<file path="src/core_pkg.sv">
/*
 * shared widths, settings addresses and readback constants for the core
 * control block. all addresses are on the 8-bit settings bus; the SPI
 * master takes three consecutive addresses from SR_CORE_SPI.
 */
package core_pkg;

    ////////////////////
    // bus and readback widths
    ////////////////////
    typedef logic [7:0]  set_addr_t;
    typedef logic [31:0] set_data_t;
    typedef logic [63:0] rb_word_t;
    typedef logic [1:0]  rb_sel_t;
    typedef logic [1:0]  pps_sel_t;

    // SPI master FSM
    typedef enum logic [0:0] {
        SPI_IDLE,
        SPI_SHIFT
    } spi_state_t;

    ////////////////////
    // settings addresses
    ////////////////////
    // SPI uses +0 divider, +1 config, +2 data/start
    localparam set_addr_t SR_CORE_SPI      = 8'd8;
    localparam set_addr_t SR_CORE_MISC     = 8'd16;
    localparam set_addr_t SR_CORE_READBACK = 8'd32;
    localparam set_addr_t SR_CORE_GPSDO_ST = 8'd40;
    // bits 1:0 pps select, bit 2 time sync
    localparam set_addr_t SR_CORE_SYNC     = 8'd48;

    // pps source codes
    localparam pps_sel_t PPS_SEL_GPSDO    = 2'd0;
    localparam pps_sel_t PPS_SEL_EXT      = 2'd1;
    localparam pps_sel_t PPS_SEL_INTERNAL = 2'd2;
    localparam pps_sel_t PPS_SEL_NONE     = 2'd3;

    ////////////////////
    // readback constants
    ////////////////////
    localparam logic [31:0] CORE_SIGNATURE = 32'hACE0BA5E;
    localparam logic [15:0] COMPAT_MAJOR   = 16'd13;
    localparam logic [15:0] COMPAT_MINOR   = 16'd0;
    localparam logic [7:0]  RADIO_STATUS   = 8'd1;

endpackage

</file>
<file path="src/core_readback.sv">
`timescale 1ns/1ps
/*
 * readback word selector. the output is combinational from the select
 * and its sources; only the front-end lock bits are synchronized here,
 * all other inputs are assumed to be on radio_clk already.
 */
module core_readback
    import core_pkg::*;
(
    input  logic       i_radio_clk,
    input  logic       i_bus_rst,
    input  rb_sel_t    i_rb_sel,
    input  set_data_t  i_spi_readback,
    input  logic [7:0] i_gpsdo_st,
    input  set_data_t  i_rb_misc,
    input  logic [1:0] i_lock_signals,
    output rb_word_t   o_rb_data
);

    logic [1:0] lock_meta;
    logic [1:0] lock_sync;

    // lock bits from the front end are asynchronous
    always_ff @(posedge i_radio_clk) begin
        if (i_bus_rst) begin
            lock_meta <= '0;
            lock_sync <= '0;
        end else begin
            lock_meta <= i_lock_signals;
            lock_sync <= lock_meta;
        end
    end

    ////////////////////
    // word select
    ////////////////////
    always_comb begin
        case (i_rb_sel)
            2'd0:    o_rb_data = {CORE_SIGNATURE, COMPAT_MAJOR, COMPAT_MINOR};
            2'd1:    o_rb_data = {32'd0, i_spi_readback};
            2'd2:    o_rb_data = {16'd0, RADIO_STATUS, i_gpsdo_st, i_rb_misc};
            2'd3:    o_rb_data = {62'd0, lock_sync};
            default: o_rb_data = '0;
        endcase
    end

endmodule

</file>
<file path="src/pps_generator.sv">
`timescale 1ns/1ps
/*
 * internal pps square wave, period CLK_FREQ cycles, high for the first
 * half. CLK_FREQ must be at least 2; odd values give a short high phase.
 */
module pps_generator #(
    parameter int CLK_FREQ = 100_000_000
) (
    input  logic i_radio_clk,
    input  logic i_bus_rst,
    output logic o_pps
);
    localparam int CNT_W = $clog2(CLK_FREQ);

    logic [CNT_W-1:0] cnt;

    // wraps every CLK_FREQ cycles, phase starts at reset release
    always_ff @(posedge i_radio_clk) begin
        if (i_bus_rst || (cnt == CNT_W'(CLK_FREQ - 1))) begin
            cnt <= '0;
        end else begin
            cnt <= cnt + 1'b1;
        end
    end

    assign o_pps = (cnt < CNT_W'(CLK_FREQ / 2));

endmodule

</file>
<file path="src/pps_source_select.sv">
`timescale 1ns/1ps
/*
 * double-flops the gpsdo, external and internal pps and muxes one out.
 * the pins are assumed asynchronous; the mux itself is combinational, so
 * a select change can cut a pulse short.
 */
module pps_source_select
    import core_pkg::*;
(
    input  logic     i_radio_clk,
    input  logic     i_bus_rst,
    input  pps_sel_t i_pps_sel,
    input  logic     i_pps_gpsdo,
    input  logic     i_pps_ext,
    input  logic     i_pps_internal,
    output logic     o_pps
);

    // bit 0 gpsdo, bit 1 external, bit 2 internal
    logic [2:0] pps_meta;
    logic [2:0] pps_sync;

    ////////////////////
    // two-flop synchronizers
    ////////////////////
    always_ff @(posedge i_radio_clk) begin
        if (i_bus_rst) begin
            pps_meta <= '0;
            pps_sync <= '0;
        end else begin
            pps_meta <= {i_pps_internal, i_pps_ext, i_pps_gpsdo};
            pps_sync <= pps_meta;
        end
    end

    // source mux
    always_comb begin
        case (i_pps_sel)
            PPS_SEL_GPSDO:    o_pps = pps_sync[0];
            PPS_SEL_EXT:      o_pps = pps_sync[1];
            PPS_SEL_INTERNAL: o_pps = pps_sync[2];
            PPS_SEL_NONE:     o_pps = 1'b0;
            default:          o_pps = 1'b0;
        endcase
    end

endmodule

</file>
<file path="src/radio_core_ctrl.sv">
`timescale 1ns/1ps
/*
 * core control block on a single clock (radio_clk) and reset (bus_rst).
 * settings strobe writes misc, readback select, gpsdo status, sync and
 * SPI registers. gpsdo status keeps its value through reset. the pps
 * pins are treated as asynchronous; nothing here applies back-pressure.
 */
module radio_core_ctrl
    import core_pkg::*;
#(
    parameter int PPS_CLK_FREQ = 100_000_000,
    parameter int NUM_SLAVES   = 8
) (
    input  logic                  i_radio_clk,
    input  logic                  i_bus_rst,
    input  logic                  i_set_stb,
    input  set_addr_t             i_set_addr,
    input  set_data_t             i_set_data,
    input  logic                  i_pps_gpsdo,
    input  logic                  i_pps_ext,
    input  set_data_t             i_rb_misc,
    input  logic [1:0]            i_lock_signals,
    input  logic                  i_miso,
    output logic [NUM_SLAVES-1:0] o_sen,
    output logic                  o_sclk,
    output logic                  o_mosi,
    output logic                  o_spi_ready,
    output set_data_t             o_misc_outs,
    output logic                  o_pps,
    output logic                  o_time_sync,
    output rb_word_t              o_rb_data
);

    rb_sel_t    rb_sel;
    logic [7:0] gpsdo_st;
    pps_sel_t   pps_sel;
    logic       pps_internal;
    set_data_t  spi_readback;

    ////////////////////
    // settings registers
    ////////////////////
    setting_reg #(.ADDR(SR_CORE_MISC), .WIDTH(32), .AT_RESET(32'h0)) u_sr_misc (
        .i_radio_clk, .i_bus_rst, .i_set_stb, .i_set_addr, .i_set_data,
        .o_value     (o_misc_outs)
    );

    setting_reg #(.ADDR(SR_CORE_READBACK), .WIDTH(2)) u_sr_readback (
        .i_radio_clk, .i_bus_rst, .i_set_stb, .i_set_addr, .i_set_data,
        .o_value     (rb_sel)
    );

    // status written by host software, must survive a core reset
    setting_reg #(.ADDR(SR_CORE_GPSDO_ST), .WIDTH(8), .KEEP_ON_RESET(1'b1)) u_sr_gpsdo_st (
        .i_radio_clk, .i_bus_rst, .i_set_stb, .i_set_addr, .i_set_data,
        .o_value     (gpsdo_st)
    );

    // time sync goes straight out, same clock as the radio
    setting_reg #(.ADDR(SR_CORE_SYNC), .WIDTH(3)) u_sr_sync (
        .i_radio_clk, .i_bus_rst, .i_set_stb, .i_set_addr, .i_set_data,
        .o_value     ({o_time_sync, pps_sel})
    );

    ////////////////////
    // pps path
    ////////////////////
    pps_generator #(.CLK_FREQ(PPS_CLK_FREQ)) u_pps_gen (
        .i_radio_clk, .i_bus_rst,
        .o_pps       (pps_internal)
    );

    pps_source_select u_pps_sel (
        .i_radio_clk, .i_bus_rst,
        .i_pps_sel      (pps_sel),
        .i_pps_gpsdo,
        .i_pps_ext,
        .i_pps_internal (pps_internal),
        .o_pps
    );

    // peripheral SPI
    spi_master #(.BASE(SR_CORE_SPI), .NUM_SLAVES(NUM_SLAVES)) u_spi (
        .i_radio_clk, .i_bus_rst, .i_set_stb, .i_set_addr, .i_set_data,
        .o_sen, .o_sclk, .o_mosi, .i_miso,
        .o_ready     (o_spi_ready),
        .o_readback  (spi_readback)
    );

    core_readback u_readback (
        .i_radio_clk, .i_bus_rst,
        .i_rb_sel       (rb_sel),
        .i_spi_readback (spi_readback),
        .i_gpsdo_st     (gpsdo_st),
        .i_rb_misc,
        .i_lock_signals,
        .o_rb_data
    );

endmodule

</file>
<file path="src/setting_reg.sv">
`timescale 1ns/1ps
/*
 * single settings register, loads the low WIDTH bits of the bus data
 * when the strobe carries its address. with KEEP_ON_RESET set, reset is
 * ignored and the register has no defined value until first written.
 */
module setting_reg
    import core_pkg::*;
#(
    parameter set_addr_t        ADDR          = 8'd0,
    parameter int               WIDTH         = 32,
    parameter logic [WIDTH-1:0] AT_RESET      = '0,
    parameter bit               KEEP_ON_RESET = 1'b0
) (
    input  logic             i_radio_clk,
    input  logic             i_bus_rst,
    input  logic             i_set_stb,
    input  set_addr_t        i_set_addr,
    input  set_data_t        i_set_data,
    output logic [WIDTH-1:0] o_value
);

    always_ff @(posedge i_radio_clk) begin
        if (i_bus_rst && !KEEP_ON_RESET) begin
            o_value <= AT_RESET;
        end else if (i_set_stb && (i_set_addr == ADDR)) begin
            // output follows one cycle after the strobe
            o_value <= i_set_data[WIDTH-1:0];
        end
    end

endmodule

</file>
<file path="src/spi_master.sv">
`timescale 1ns/1ps
/*
 * settings-programmed SPI master, mode 0, MSB first from data bit 31.
 * BASE+0 divider, BASE+1 config (mask 7:0, bits 13:8), BASE+2 starts.
 * NUM_SLAVES is at most 8. bit counts of 0 behave as 1. a start while
 * busy is dropped; rewriting divider or config mid-transfer is unsafe.
 */
module spi_master
    import core_pkg::*;
#(
    parameter set_addr_t BASE       = SR_CORE_SPI,
    parameter int        NUM_SLAVES = 8
) (
    input  logic                  i_radio_clk,
    input  logic                  i_bus_rst,
    input  logic                  i_set_stb,
    input  set_addr_t             i_set_addr,
    input  set_data_t             i_set_data,
    output logic [NUM_SLAVES-1:0] o_sen,
    output logic                  o_sclk,
    output logic                  o_mosi,
    input  logic                  i_miso,
    output logic                  o_ready,
    output set_data_t             o_readback
);
    localparam int        DIV_W     = 16;
    localparam int        CFG_W     = 14;
    localparam set_addr_t ADDR_DATA = set_addr_t'(BASE + 2);

    logic [DIV_W-1:0]      divider;
    logic [CFG_W-1:0]      cfg;
    logic [NUM_SLAVES-1:0] slave_mask;
    logic [5:0]            bit_count;

    spi_state_t       state;
    logic [DIV_W-1:0] div_cnt;
    logic [5:0]       bits_left;
    set_data_t        shift_out;
    set_data_t        shift_in;

    logic start;
    logic half_done;
    logic sclk_rise;
    logic sclk_fall;
    logic last_bit;

    ////////////////////
    // divider and config registers
    ////////////////////
    setting_reg #(.ADDR(BASE), .WIDTH(DIV_W)) u_sr_divider (
        .i_radio_clk (i_radio_clk),
        .i_bus_rst   (i_bus_rst),
        .i_set_stb   (i_set_stb),
        .i_set_addr  (i_set_addr),
        .i_set_data  (i_set_data),
        .o_value     (divider)
    );

    setting_reg #(.ADDR(set_addr_t'(BASE + 1)), .WIDTH(CFG_W)) u_sr_config (
        .i_radio_clk (i_radio_clk),
        .i_bus_rst   (i_bus_rst),
        .i_set_stb   (i_set_stb),
        .i_set_addr  (i_set_addr),
        .i_set_data  (i_set_data),
        .o_value     (cfg)
    );

    assign slave_mask = cfg[NUM_SLAVES-1:0];
    assign bit_count  = cfg[13:8];

    assign start     = i_set_stb && (i_set_addr == ADDR_DATA) && (state == SPI_IDLE);
    // half period is divider+1 cycles
    assign half_done = (state == SPI_SHIFT) && (div_cnt == divider);
    assign sclk_rise = half_done && !o_sclk;
    assign sclk_fall = half_done && o_sclk;
    assign last_bit  = (bits_left <= 6'd1);
    assign o_ready   = (state == SPI_IDLE);

    ////////////////////
    // control FSM
    ////////////////////
    always_ff @(posedge i_radio_clk) begin
        if (i_bus_rst) begin
            state     <= SPI_IDLE;
            o_sen     <= '1;
            o_sclk    <= 1'b0;
            o_mosi    <= 1'b0;
            div_cnt   <= '0;
            bits_left <= '0;
        end else if (start) begin
            state     <= SPI_SHIFT;
            o_sen     <= ~slave_mask;
            o_mosi    <= i_set_data[31];
            div_cnt   <= '0;
            bits_left <= bit_count;
        end else if (state == SPI_SHIFT) begin
            if (half_done) begin
                div_cnt <= '0;
                o_sclk  <= ~o_sclk;
            end else begin
                div_cnt <= div_cnt + 1'b1;
            end
            // falling edge ends a bit
            if (sclk_fall && last_bit) begin
                state  <= SPI_IDLE;
                o_sen  <= '1;
                o_mosi <= 1'b0;
            end else if (sclk_fall) begin
                bits_left <= bits_left - 1'b1;
                o_mosi    <= shift_out[30];
            end
        end
    end

    // shift registers and readback
    always_ff @(posedge i_radio_clk) begin
        if (start) begin
            shift_out <= i_set_data;
            shift_in  <= '0;
        end else if (sclk_rise) begin
            shift_in <= {shift_in[30:0], i_miso};
        end else if (sclk_fall) begin
            shift_out <= {shift_out[30:0], 1'b0};
        end
        if (sclk_fall && last_bit) begin
            o_readback <= shift_in;
        end
    end

endmodule

</file>
<file path="config.mk">
export PLATFORM = sky130hd
export DESIGN_NAME = radio_core_ctrl
export DESIGN_NICKNAME = d
export VERILOG_FILES = /design/src/core_pkg.sv /design/src/core_readback.sv /design/src/pps_generator.sv /design/src/pps_source_select.sv /design/src/radio_core_ctrl.sv /design/src/setting_reg.sv /design/src/spi_master.sv
export SDC_FILE = /design/constraint.sdc
export NUM_CORES = 1
export LEC_CHECK = 0
export BUFFER_PORTS_ARGS = -buffer_cell sky130_fd_sc_hd__buf_2
export CORE_MARGIN = 4
export CORE_UTILIZATION = 50
export DETAILED_ROUTE_END_ITERATION = 8
export MAX_ROUTING_LAYER = met4
export PLACE_DENSITY_LB_ADDON = 0.12
export REMOVE_ABC_BUFFERS = 1
export SLEW_MARGIN = 20
export SYNTH_ARGS = -nofsm -noshare
export SYNTH_HDL_FRONTEND = slang
export SYNTH_SLANG_ARGS = --single-unit
</file>
<file path="constraint.sdc">
create_clock -name i_radio_clk -period 3 [get_ports i_radio_clk]
set_clock_uncertainty 0.1 [all_clocks]
set_input_delay 0.75 -clock i_radio_clk [delete_from_list [all_inputs] [get_ports i_radio_clk]]
set_output_delay 0.75 -clock i_radio_clk [all_outputs]
set_load 0.1 [all_outputs]
</file>
==> impl_metrics.csv <==
group,metric,value,unit
sta,period_needed,2.84,ns
placement,io_buffers,177,
worst_hold_path,hold_path_class,"reg -> reg",
clock_tree,cts_setup_buffers,0,
clock_tree,cts_max_level,1,
synth,synth_edf_count,71,
clock_tree,cts_tree,"built",
setup_path,cp-end-kind,"primary output",
detailed_routing,viasPerCell,5.06,
sta,rsz0062_at_grt,"no",
setup_path,cp_max_fo,25,
detailed_routing,wl_per_cell,14.9,um
clock_tree,clk_pin_slew,0.06,ns
sta,maxClockFrequency,352,MHz
die,pin_count,189,
die,die_y,149,um
detailed_routing,drtAntennaViolNets,0,
synth,ys_warn_count,0,
pwr,ir_worst_vdd,0.415,mV
layout,nets,1286,
layout,diodes,0,
layout,synthToLayoutAreaGrowth,22.5,%
global_routing,grt_overflow,0,
sta,slew_viol_final,0,
global_routing,grt_pass1_vias,7318,
setup_path,cp_slowest_cell,"dfxtp_2",
pwr,p_per_area,550,nW/um2
clock_tree,ctsRootBufferMaster,"clkbuf_16",
placement,dp_cells,1440,
synth,synth.cell_area,9890,um2
synth,synthFlopType,"dfxtp_1",
detailed_routing,num_vias,7518,
sta,hold_viol,0,
setup_path,path_cells,"nor2b_2 -> buf_4 -> a22o_1 -> buf_12",
global_routing,grt_max_degree,55,
detailed_routing,drt_wl_total,22200,um
setup_path,worstPathRequired,2.15,ns
sta,worst_pin_slew,0.794,ns
setup_path,critPathMaxStageDelay,0.45,ns
status,status,"finished clean",
synth,ys_ff_latch,240,
die,fp.dieW,149,um
die,rows,51,
die,die_area,22100,um2
clock_tree,ctsResizeCount,2,
synth,async_flop_share,0,
synth,yosysSeqAreaShare,0.557,
global_routing,grt_pass1_wl,36300,um
job,maxCapViolations,0,
global_routing,antenna_found_initial,0,
synth,post_synth.cell_area_avg,9.55,um2
sta,post-route-period-util,0.948,
clock_tree,cts.sinks,240,
placement,pre_cts_slack,0.138,ns
sta,slew_headroom,0.463,
clock_tree,cts_buffers,25,
sta,setup_viol,0,
synth,postSynthCellCount,1036,
die,initial_utilization,0.508,
detailed_routing,dr.pass1.iters,5,
placement,place_hpwl,15200,um
setup_path,setup.worst_path.start_class,"flop",
detailed_routing,drt_iter0_markers,373,
global_routing,grt_util_all_layers,0.204,
setup_path,crit_type,"reg -> out",
placement,routabilityCongestion,0.859,
clock_tree,clock_latency,0.51,ns
layout,drive_gt1_frac,0.221,
setup_path,cp.arrival,1.99,ns
die,core-area,19500,um2
synth,ys_types,60,
detailed_routing,drc,0,
layout,stdcell_count,1485,
clock_tree,ctsHoldBuffers,0,
sta,worst_slack,0.157,ns
pwr,leakage,5.16,nW
clock_tree,max-clock-path-buffers,3,
==> cell type report <==
type / count / area, um2
clock buffer: 35 / 716
clock inverter: 10 / 50.0
fill: 1681 / 7340
inverter: 13 / 48.8
multi-input combinational: 717 / 3990
sequential: 240 / 5520
tap: 265 / 332
timing repair buffer: 205 / 1470
==> worst max-delay path: cells and delay by family, from the launching register on <==
family          cells  cell delay, ns
buf+inv             2            0.49
flops               1            0.45
simple gates        1            0.29
compound gates      1            0.24
==> synth_stat cells (7+ instances only) <==
cell	instances	area, um2
a21oi_1	80	400
a22o_1	29	254
a22oi_1	8	60.1
and3_1	9	56.3
buf_2	17	85.1
buf_4	24	180
clkbuf_1	32	120
dfxtp_1	169	3380
edfxtp_1	71	2130
inv_1	13	48.8
mux2i_1	36	360
nand2_1	250	938
nand3_1	24	120
nand4_1	7	43.8
nor2_1	106	398
nor2b_1	15	93.8
nor3_1	7	35.0
or2_2	9	56.3
xnor2_1	25	219
xor2_1	28	245
==> metrics by stage <==
stage | setup TNS, ns | power [W] | utilization | area, um2 | hold slack, ns
CTS | 0 | 0.00673 | 0.623 | 12100 | 0.333
global placement | 0 | 0.00384 | 0.583 | 11400 | 0.315
global route | 0 | 0.00691 | 0.623 | 12100 | 0.348
floorplan | -259.26 | 0.00371 | - | 9540 | 0.308
detailed placement | 0 | 0.00385 | 0.583 | 11400 | 0.322
finish | 0 | 0.00667 | 0.623 | 12100 | 0.333
==> layout by cell type (no fill, tap or decap), types with 7 or more instances in the layout <==
| cell type | synthesis | final |
|---|---|---|
| clkinv_2 | 0 | 8 |
| nand4_1 | 7 | 7 |
| nor2b_1 | 15 | 13 |
| edfxtp_1 | 71 | 71 |
| a22oi_1 | 8 | 8 |
| and3_1 | 9 | 9 |
| nand3_1 | 24 | 24 |
| nor3_1 | 7 | 7 |
| or2_2 | 9 | 9 |
| clkbuf_16 | 0 | 27 |
| clkbuf_1 | 32 | 7 |
| xnor2_1 | 25 | 25 |
| dfxtp_1 | 169 | 167 |
| a21oi_1 | 80 | 80 |
| inv_1 | 13 | 13 |
| nor2_1 | 106 | 105 |
| buf_12 | 0 | 25 |
| buf_2 | 17 | 151 |
| xor2_1 | 28 | 28 |
| a22o_1 | 29 | 29 |
| conb_1 | 1 | 11 |
| nand2_1 | 250 | 250 |
| mux2i_1 | 36 | 36 |
| buf_4 | 24 | 29 |
==> worst paths after layout <==
path	startpoint	to	slack [ns]	cells past startpoint
worst max-delay path	u_sr_readback.o_value[0]	o_rb_data[21]	0.16	4
worst min-delay path	u_spi.shift_in[31]	u_spi.o_readback[31]	0.33	0
worst max register to register	u_spi.div_cnt[10]	u_spi.bits_left[1]	0.63	7
worst min register to register	u_spi.shift_in[31]	u_spi.o_readback[31]	0.33	0
==> layer usage <==
metal | vias to the layer above | part of all wire | global-route usage
li1 | 3795 | - | -
met1 | 3477 | 0.45 | 0.267
met2 | 207 | 0.47 | 0.329
met3 | 39 | 0.063 | 0.0369
met4 | 0 | 0.019 | 0.0527
met5 | - | 0 | -
==> flip-flops by register name (all words and copies together) (netlist names) <==
| name | flops |
|---|---|
| u_sr_gpsdo_st.o_value | 8 |
| u_spi.o_sen | 8 |
| u_pps_gen.cnt | 27 |
| u_sr_readback.o_value | 2 |
| u_readback.lock_sync | 2 |
| u_spi.state | 1 |
| u_spi.shift_in | 32 |
| u_spi.o_mosi | 1 |
| u_spi.o_readback | 32 |
| u_pps_sel.pps_meta | 3 |
| u_readback.lock_meta | 2 |
| u_spi.o_sclk | 1 |
| u_spi.shift_out | 31 |
| u_spi.bits_left | 6 |
| u_sr_misc.o_value | 32 |
| u_spi.u_sr_divider.o_value | 16 |
| u_spi.u_sr_config.o_value | 14 |
| u_spi.div_cnt | 16 |
| u_pps_sel.pps_sync | 3 |
| u_sr_sync.o_value | 3 |
==> power breakdown <==
group | switching (W) | internal [W]
logic | 0.000200 | 0.0000939
registers | 0.0000566 | 0.00343
clock network | 0.00122 | 0.00166
==> cell families (layout without fill, tap and decap cells) <==
logic type	count (synthesis)	after routing	synth area share
compound gates	141	141	0.0927
xor+xnor	54	54	0.0486
fa+ha+maj	4	4	0.00506
buf+inv	89	263	0.0450
flops	240	240	0.557
mux	39	39	0.0398
other cells	1	11	0.000379
simple gates	468	468	0.211
Note: power is estimated with default switching activity, not from simulation.
